--- config.mk ---
export PLATFORM = sky130hd
export DESIGN_NAME = conv_in_top
export DESIGN_NICKNAME = d
export VERILOG_FILES = /design/src/hw/conv_in_pkg.sv /design/src/hw/conv_in_ctrl.sv /design/src/hw/row_bank.sv /design/src/hw/window_shifter.sv /design/src/hw/conv_in_top.sv
export VERILOG_INCLUDE_DIRS = /design/src /design/src/hw
export SDC_FILE = /design/constraint.sdc
export NUM_CORES = 2
export LEC_CHECK = 0
export CAP_MARGIN = 20
export CORE_AREA = 2 2 374 376
export DETAILED_ROUTE_END_ITERATION = 8
export DIE_AREA = 0 0 376 378
export DONT_BUFFER_PORTS = 1
export PLACE_DENSITY_LB_ADDON = 0.2
export SYNTH_ARGS = -nofsm -noshare
export SYNTH_HDL_FRONTEND = slang
export SYNTH_SLANG_ARGS = --single-unit
--- constraint.sdc ---
create_clock -name clk -period 3.2 [get_ports clk]
set_input_delay 0.64 -clock clk [delete_from_list [all_inputs] [get_ports clk]]
set_output_delay 0.64 -clock clk [all_outputs]
set_load 0.05 [all_outputs]
--- src/hw/conv_in_params.svh ---
// geometry and constants of the convolution input line cache
// the sequencer has fixed row states, so CONV_ROWS stays at 3
// CONV_LANES must not exceed CONV_ROW_PIXELS
`ifndef CONV_IN_PARAMS_SVH
`define CONV_IN_PARAMS_SVH

// one pixel is an IEEE 754 single
`define CONV_PIX_WIDTH 32

// cached image rows, eight pixels each
`define CONV_ROW_PIXELS 8
`define CONV_ROWS 3

// kernel lanes taken from the left of the window
`define CONV_LANES 6
`define CONV_SHIFTS 3

`define CONV_ADDR_WIDTH 8

// bias beat value, float 1.0
`define CONV_FLOAT_ONE 32'h3F800000

`endif

--- src/hw/conv_in_pkg.sv ---
// types shared by the line cache sequencer, banks and window
// row_t index 0 is the leftmost pixel
// row_set_t index 0 is the oldest row
`include "conv_in_params.svh"

package conv_in_pkg;

	typedef logic [`CONV_PIX_WIDTH-1:0] pixel_t;

	typedef enum logic [1:0] {
		CMD_NONE    = 2'd0,
		CMD_PRELOAD = 2'd1,
		CMD_SHIFT   = 2'd2,
		CMD_LOAD    = 2'd3
	} cmd_t;

	typedef enum logic [1:0] {
		ACK_NONE         = 2'd0,
		ACK_PRELOAD_DONE = 2'd1,
		ACK_SHIFT_DONE   = 2'd2,
		ACK_LOAD_DONE    = 2'd3
	} ack_t;

	// row states are consecutive, the sequencer steps through them by +1
	typedef enum logic [2:0] {
		ST_IDLE    = 3'd0,
		ST_PRELOAD = 3'd1,
		ST_ROW0    = 3'd2,
		ST_ROW1    = 3'd3,
		ST_ROW2    = 3'd4,
		ST_BIAS    = 3'd5,
		ST_LOAD    = 3'd6
	} state_t;

	typedef pixel_t [`CONV_ROW_PIXELS-1:0] row_t;
	typedef row_t [`CONV_ROWS-1:0] row_set_t;

	typedef struct packed {
		logic write;
		logic roll;
		logic [$clog2(`CONV_ROW_PIXELS)-1:0] slot;
	} bank_op_t;

	typedef struct packed {
		logic load;
		logic shift;
		logic bias;
		logic clear;
		logic [$clog2(`CONV_ROWS)-1:0] row_sel;
	} win_op_t;

	typedef struct packed {
		logic valid;
		logic bias;
		pixel_t [`CONV_LANES-1:0] lanes;
	} window_t;

endpackage

--- src/hw/conv_in_ctrl.sv ---
// sequencer of the line cache
// commands are taken only in idle with enable high, others are dropped
// pixel memory is combinational: pixel_in must match rom_addr in the same cycle
// bank_op and win_op are registered, the data blocks act one edge later
`timescale 1ns/1ps
`include "conv_in_params.svh"

module conv_in_ctrl (
	input  logic                        clk,
	input  logic                        rst_n,
	input  logic                        enable,
	input  conv_in_pkg::cmd_t           cmd,
	output conv_in_pkg::ack_t           ack,
	output logic [`CONV_ADDR_WIDTH-1:0] rom_addr,
	output conv_in_pkg::bank_op_t       bank_op,
	output conv_in_pkg::win_op_t        win_op
);
	import conv_in_pkg::*;

	localparam int SLOT_W = $clog2(`CONV_ROW_PIXELS);
	localparam int ROW_W = $clog2(`CONV_ROWS);
	localparam int RCNT_W = $clog2(`CONV_ROWS + 1);
	localparam int OFF_W = $clog2(`CONV_SHIFTS);

	state_t state;
	state_t state_d;
	ack_t ack_d;
	bank_op_t bank_op_d;
	bank_op_t fill_op;
	win_op_t win_op_d;
	win_op_t step_op;
	logic [SLOT_W-1:0] slot_cnt;
	logic [SLOT_W-1:0] slot_d;
	logic [RCNT_W-1:0] row_cnt;
	logic [RCNT_W-1:0] row_cnt_d;
	logic [OFF_W-1:0] off_cnt;
	logic [OFF_W-1:0] off_d;
	logic [ROW_W-1:0] cur_row;
	logic slot_last;
	logic off_last;
	logic addr_clr;

	assign slot_last = (slot_cnt == SLOT_W'(`CONV_ROW_PIXELS - 1));
	assign off_last = (off_cnt == OFF_W'(`CONV_SHIFTS - 1));

	// one pixel fetch, banks roll on slot 0
	assign fill_op = '{write: 1'b1, roll: (slot_cnt == '0), slot: slot_cnt};

	always_comb begin
		case (state)
			ST_ROW1: cur_row = ROW_W'(1);
			ST_ROW2: cur_row = ROW_W'(2);
			default: cur_row = '0;
		endcase
	end

	// row load on offset 0 then left shifts
	assign step_op = '{load: (off_cnt == '0), shift: (off_cnt != '0), bias: 1'b0,
		clear: 1'b0, row_sel: cur_row};

	always_comb begin
		state_d = state;
		ack_d = ACK_NONE;
		bank_op_d = '0;
		win_op_d = '0;
		row_cnt_d = row_cnt;
		addr_clr = 1'b0;
		case (state)
			ST_IDLE: begin
				case (cmd)
					CMD_PRELOAD: begin
						state_d = ST_PRELOAD;
						addr_clr = 1'b1;
						bank_op_d = fill_op;
					end
					CMD_LOAD: begin
						state_d = ST_LOAD;
						bank_op_d = fill_op;
					end
					CMD_SHIFT: begin
						state_d = ST_ROW0;
						win_op_d = step_op;
					end
					default: ;
				endcase
			end
			ST_PRELOAD: begin
				if (row_cnt == RCNT_W'(`CONV_ROWS)) begin
					ack_d = ACK_PRELOAD_DONE;
					state_d = ST_IDLE;
					row_cnt_d = '0;
				end else begin
					bank_op_d = fill_op;
					if (slot_last) begin
						row_cnt_d = row_cnt + 1'b1;
					end
				end
			end
			ST_LOAD: begin
				// slot wrapped back to 0 after the last fetch
				if (slot_cnt == '0) begin
					ack_d = ACK_LOAD_DONE;
					state_d = ST_IDLE;
				end else begin
					bank_op_d = fill_op;
				end
			end
			ST_ROW0, ST_ROW1, ST_ROW2: begin
				win_op_d = step_op;
				if (off_last) begin
					state_d = state_t'(state + 3'd1);
				end
			end
			ST_BIAS: begin
				// two beats: bias fill, then clear with the ack
				if (off_cnt == '0) begin
					win_op_d.bias = 1'b1;
				end else begin
					win_op_d.clear = 1'b1;
					ack_d = ACK_SHIFT_DONE;
					state_d = ST_IDLE;
				end
			end
			default: state_d = ST_IDLE;
		endcase
	end

	assign slot_d = !bank_op_d.write ? slot_cnt : (slot_last ? '0 : slot_cnt + 1'b1);

	always_comb begin
		off_d = off_cnt;
		if (win_op_d.clear) begin
			off_d = '0;
		end else if (win_op_d != '0) begin
			off_d = off_last ? '0 : off_cnt + 1'b1;
		end
	end

	always_ff @(posedge clk or negedge rst_n) begin
		if (!rst_n) begin
			state <= ST_IDLE;
			ack <= ACK_NONE;
			bank_op <= '0;
			win_op <= '0;
			slot_cnt <= '0;
			row_cnt <= '0;
			off_cnt <= '0;
			rom_addr <= '0;
		end else if (enable) begin
			state <= state_d;
			ack <= ack_d;
			bank_op <= bank_op_d;
			win_op <= win_op_d;
			slot_cnt <= slot_d;
			row_cnt <= row_cnt_d;
			off_cnt <= off_d;
			// address moves on with every pixel the banks take
			if (addr_clr) begin
				rom_addr <= '0;
			end else if (bank_op.write) begin
				rom_addr <= rom_addr + 1'b1;
			end
		end
	end

endmodule

--- src/hw/row_bank.sv ---
// three cached image rows of pixel registers
// new pixels always land in the newest row
// a roll and a write in the same cycle both take effect
// slot is not range checked here
`timescale 1ns/1ps
`include "conv_in_params.svh"

module row_bank (
	input  logic                   clk,
	input  logic                   rst_n,
	input  logic                   enable,
	input  conv_in_pkg::bank_op_t  bank_op,
	input  conv_in_pkg::pixel_t    pixel_in,
	output conv_in_pkg::row_set_t  rows
);
	import conv_in_pkg::*;

	always_ff @(posedge clk or negedge rst_n) begin
		if (!rst_n) begin
			rows <= '0;
		end else if (enable) begin
			// oldest row drops out, the rest move up one bank
			if (bank_op.roll) begin
				for (int i = 0; i < `CONV_ROWS - 1; i++) begin
					rows[i] <= rows[i+1];
				end
			end
			// newest row keeps its stale pixels until rewritten
			if (bank_op.write) begin
				rows[`CONV_ROWS-1][bank_op.slot] <= pixel_in;
			end
		end
	end

endmodule

--- src/hw/window_shifter.sv ---
// kernel window in front of the multiply lanes
// ops are applied in order clear, bias, load, shift
// only the leftmost CONV_LANES pixels reach the lanes
`timescale 1ns/1ps
`include "conv_in_params.svh"

module window_shifter (
	input  logic                   clk,
	input  logic                   rst_n,
	input  logic                   enable,
	input  conv_in_pkg::win_op_t   win_op,
	input  conv_in_pkg::row_set_t  rows,
	output conv_in_pkg::window_t   window
);
	import conv_in_pkg::*;

	row_t pix;
	logic valid_q;
	logic bias_q;

	always_ff @(posedge clk or negedge rst_n) begin
		if (!rst_n) begin
			pix <= '0;
			valid_q <= 1'b0;
			bias_q <= 1'b0;
		end else if (enable) begin
			if (win_op.clear) begin
				pix <= '0;
				valid_q <= 1'b0;
				bias_q <= 1'b0;
			end else if (win_op.bias) begin
				// bias beat carries no pixel data
				pix <= {`CONV_ROW_PIXELS{pixel_t'(`CONV_FLOAT_ONE)}};
				valid_q <= 1'b0;
				bias_q <= 1'b1;
			end else if (win_op.load) begin
				pix <= rows[win_op.row_sel];
				valid_q <= 1'b1;
				bias_q <= 1'b0;
			end else if (win_op.shift) begin
				// one pixel towards lane 0
				// zero fills from the right
				pix <= {pixel_t'(0), pix[`CONV_ROW_PIXELS-1:1]};
				valid_q <= 1'b1;
				bias_q <= 1'b0;
			end
		end
	end

	assign window = '{valid: valid_q, bias: bias_q, lanes: pix[`CONV_LANES-1:0]};

endmodule

--- src/hw/conv_in_top.sv ---
// line cache between pixel memory and the convolution lanes
// pixel memory must answer rom_addr combinationally on pixel_in
// enable low freezes every register, ack and window included
`timescale 1ns/1ps
`include "conv_in_params.svh"

module conv_in_top (
	input  logic                        clk,
	input  logic                        rst_n,
	input  logic                        enable,
	input  conv_in_pkg::cmd_t           cmd,
	input  conv_in_pkg::pixel_t         pixel_in,
	output conv_in_pkg::ack_t           ack,
	output logic [`CONV_ADDR_WIDTH-1:0] rom_addr,
	output conv_in_pkg::window_t        window
);
	import conv_in_pkg::*;

	bank_op_t bank_op;
	win_op_t win_op;
	row_set_t rows;

	conv_in_ctrl u_ctrl (
		.clk      (clk),
		.rst_n    (rst_n),
		.enable   (enable),
		.cmd      (cmd),
		.ack      (ack),
		.rom_addr (rom_addr),
		.bank_op  (bank_op),
		.win_op   (win_op)
	);

	row_bank u_bank (
		.clk      (clk),
		.rst_n    (rst_n),
		.enable   (enable),
		.bank_op  (bank_op),
		.pixel_in (pixel_in),
		.rows     (rows)
	);

	window_shifter u_win (
		.clk    (clk),
		.rst_n  (rst_n),
		.enable (enable),
		.win_op (win_op),
		.rows   (rows),
		.window (window)
	);

endmodule

==> impl_metrics.toml <==
[outcome]
run_status = "finished, final reports clean"

[timing]
finalSetupViolations = 0
period_minus_slack_ps = 2800
slew_viol_final = 0
tns_ps = 0
finClkSkew_ps = 54.3
fmax_mhz = 357
rsz0062_at_grt = "no"
post-route-period-util = 0.876
hold_viol = 0
worst_pin_slew_ps = 1150
max_slew_margin = 0.228

[min_path]
hold_path.class = "primary input to register"
holdCritStartpoint = "pixel_in[18]"

[worst_setup_path]
crit_required_ps = 3950
endpoint_kind = "async pin"
startpoint_type = "primary input"
worstSetupStartpoint = "rst_n"
crit_type = "primary input to async pin"
r2r_slack_ps = 790
reg2reg_from = "u_ctrl.win_op[3]"
crit_arrival_ps = 3560
critPathMaxFanout = 158

[logic_synthesis]
synth-edff-count = 0
syn-num-nets = 3875
netlist_area_sq_mm = 0.0480
async_flop_share = 1.00
synthFlopType = "dfrtp_1"
yosys_warnings = 0
syn_inst = 3827
synth_seq_area_share = 0.551
yosysUniqueCellTypes = 52
ys_ff_latch = 1057
syn_avg_cell_area_sq_um = 12.6

[placement]
gp_congestion = 0.735
dp.cells = 5214
dp_hpwl_um = 77800
port_buffers = 0

[power_and_ir_drop]
p_seq_frac = 0.476
vdd_drop_max_v = 0.000721
combPwrFrac = 0.247
p_int_mw = 29.6
p_leak_nw = 24.1
pwr-share-clk = 0.277
p_sw_frac = 0.383
power.switching_mw = 18.4
power.density_mw_per_mm2 = 906

[detailed_routing]
drtIter0Drc = 2224
wl_per_cell_um = 25.5
drc = 0
routed_wl_um = 140000
vias = 29800
viasPerCell = 5.43
firstDrtPassIters = 5
drtAntennaViolNets = 0

[global_route]
antenna_found_initial = 42
grt_pass1_vias = 29700
grt_max_degree = 265
overflow = 0
grt_pass1_wl_um = 208000
grt.total_usage = 0.195

[floorplan]
die_w_um = 376
start_util = 0.347
num_rows = 137
pin_count = 241
core_area_sq_mm = 0.139
die_y_um = 378
die-area_sq_mm = 0.142

[final_layout]
final_core_util = 0.383
drive_gt1_frac = 0.317
nets = 3621
finalNonFillerCells = 5487
areaGrowthSynthToFinish_pct = 10.3

[clock_network]
cts_buffer_depth = 3
htreeDepth = 3
numCtsBuffers = 115
cts_tree = "done"
insertion_delay_ps = 750
clock-sinks = 1057
cts_resized = 0
cts_root_buf = "clkbuf_16"
path_clk_slew_ps = 60

[flow_run]
drv_cap = 0
## flip-flops by register name, summed over array words and instances (netlist names)
| register | flops |
|---|---|
| u_ctrl.win_op | 6 |
| u_ctrl.slot_cnt | 3 |
| u_ctrl.bank_op | 5 |
| u_win.window | 192 |
| u_ctrl.rom_addr | 8 |
| u_ctrl.row_cnt | 2 |
| u_win.valid_q | 1 |
| u_win.bias_q | 1 |
| u_bank.rows | 768 |
| u_ctrl.ack | 2 |
| u_win.pix | 64 |
| u_ctrl.state | 3 |
| u_ctrl.off_cnt | 2 |
## layout by cell type, fill, tap and decap left out, types with 3 or more instances in the layout
| cell type | instances |
|---|---|
| clkinv_2 | 11 |
| a221o_1 | 7 |
| nor2_4 | 7 |
| mux2_4 | 30 |
| nor3_1 | 3 |
| clkbuf_8 | 20 |
| a21oi_1 | 234 |
| o21ai_0 | 361 |
| mux2_2 | 693 |
| inv_6 | 4 |
| dfrtp_1 | 1054 |
| nand2b_1 | 13 |
| buf_4 | 32 |
| nand2_1 | 92 |
| inv_1 | 58 |
| buf_16 | 8 |
| nor2_1 | 15 |
| o21ai_1 | 6 |
| buf_12 | 31 |
| a32o_1 | 175 |
| a22o_1 | 31 |
| a31oi_1 | 3 |
| clkbuf_1 | 39 |
| a21o_1 | 6 |
| clkbuf_16 | 117 |
| dlygate4sd3_1 | 43 |
| nand3_1 | 6 |
| o221ai_1 | 50 |
| or2_2 | 177 |
| ha_1 | 11 |
| clkinv_16 | 3 |
| o211ai_1 | 3 |
| o31ai_1 | 3 |
| dfrtp_4 | 3 |
| bufinv_16 | 7 |
| diode_2 | 21 |
| mux2i_1 | 262 |
## per-stage QoR
step           hold WS (ps)  instance area, sq um  total power [mW]  setup WS (ps)
2_1_floorplan           344                 48000              31.7           1140
3_3_place_gp            349                 48600              34.7           -928
3_5_place_dp            349                 48600              35.0           -899
4_1_cts               0.181                 52800              48.6            419
5_1_grt                22.2                 52900              50.6           87.5
6_report               54.0                 53000              48.0            398
## metal layers
layer,wire length [um],GRT usage,up-vias
li1,-,-,13200
met1,64400,0.277,15800
met2,63600,0.300,620
met3,8200,0.0346,183
met4,3680,0.0614,2
met5,18,0,-
## timing repair
action                                  4_1_cts  5_1_grt
hold buffers                                 43        2
buffers inserted                              0        0
endpoints found under the setup margin      182        0
endpoints found under the hold margin       171       91
## critical path, stage by stage
cell and delay [ps]:
dlygate4sd3_1 660, buf_16 260, buf_16 390, buf_16 440, bufbuf_16 670
## power groups by stage
stage	combinational, mW	sequential (mW)	clock [mW]
after floorplan	13.4	18.2	0
after global placement	11.7	23.1	0
after detailed placement	11.8	23.1	0
after CTS	12.0	22.9	13.7
after global routing	13.1	23.3	14.3
final	11.8	22.9	13.3
## cells in the mapped netlist, drive strengths merged (15+ instances only)
library cell | number | area, sq um
or2 | 178 | 1110
nor2 | 23 | 86.3
buf | 369 | 2330
a22o | 31 | 272
a21oi | 234 | 1170
nand2 | 95 | 359
clkbuf | 117 | 439
dfrtp | 1057 | 26500
mux2 | 724 | 8270
nand2b | 15 | 93.8
inv | 59 | 221
mux2i | 262 | 2620
o21ai | 367 | 1840
o221ai | 50 | 438
a32o | 175 | 1750
## cells by family (layout without fill, tap and decap cells)
group	after synthesis	in the layout	synth area share
AO/OA/AOI/OAI	889	889	0.119
adder cells (fa/ha/maj)	11	11	0.00287
buffers and inverters	546	378	0.0624
flip-flops	1057	1057	0.551
multiplexers	986	986	0.227
other	0	21	0
AND/OR/NAND/NOR	338	338	0.0381
## worst paths after layout
check | end | cells after the start
max reg2reg | u_win.window[95] | 5
min | u_bank.rows[594] | 1
min in group asynchronous | u_ctrl.rom_addr[4] | 2
min reg2reg | u_bank.rows[88] | 2
max | u_bank.rows[233] | 5
max in group clk | u_win.window[95] | 5
## area by class of cell
class	instances	area, sq um
inverters	60	230
fillers	13300	85500
multi-input cells	2224	18700
repair buffers	115	1540
well taps	1807	2260
clock inverters	27	405
clock buffers	176	3350
diodes	21	52.6
flip-flops and latches	1057	26500
Power figures use the tool's default switching activity.
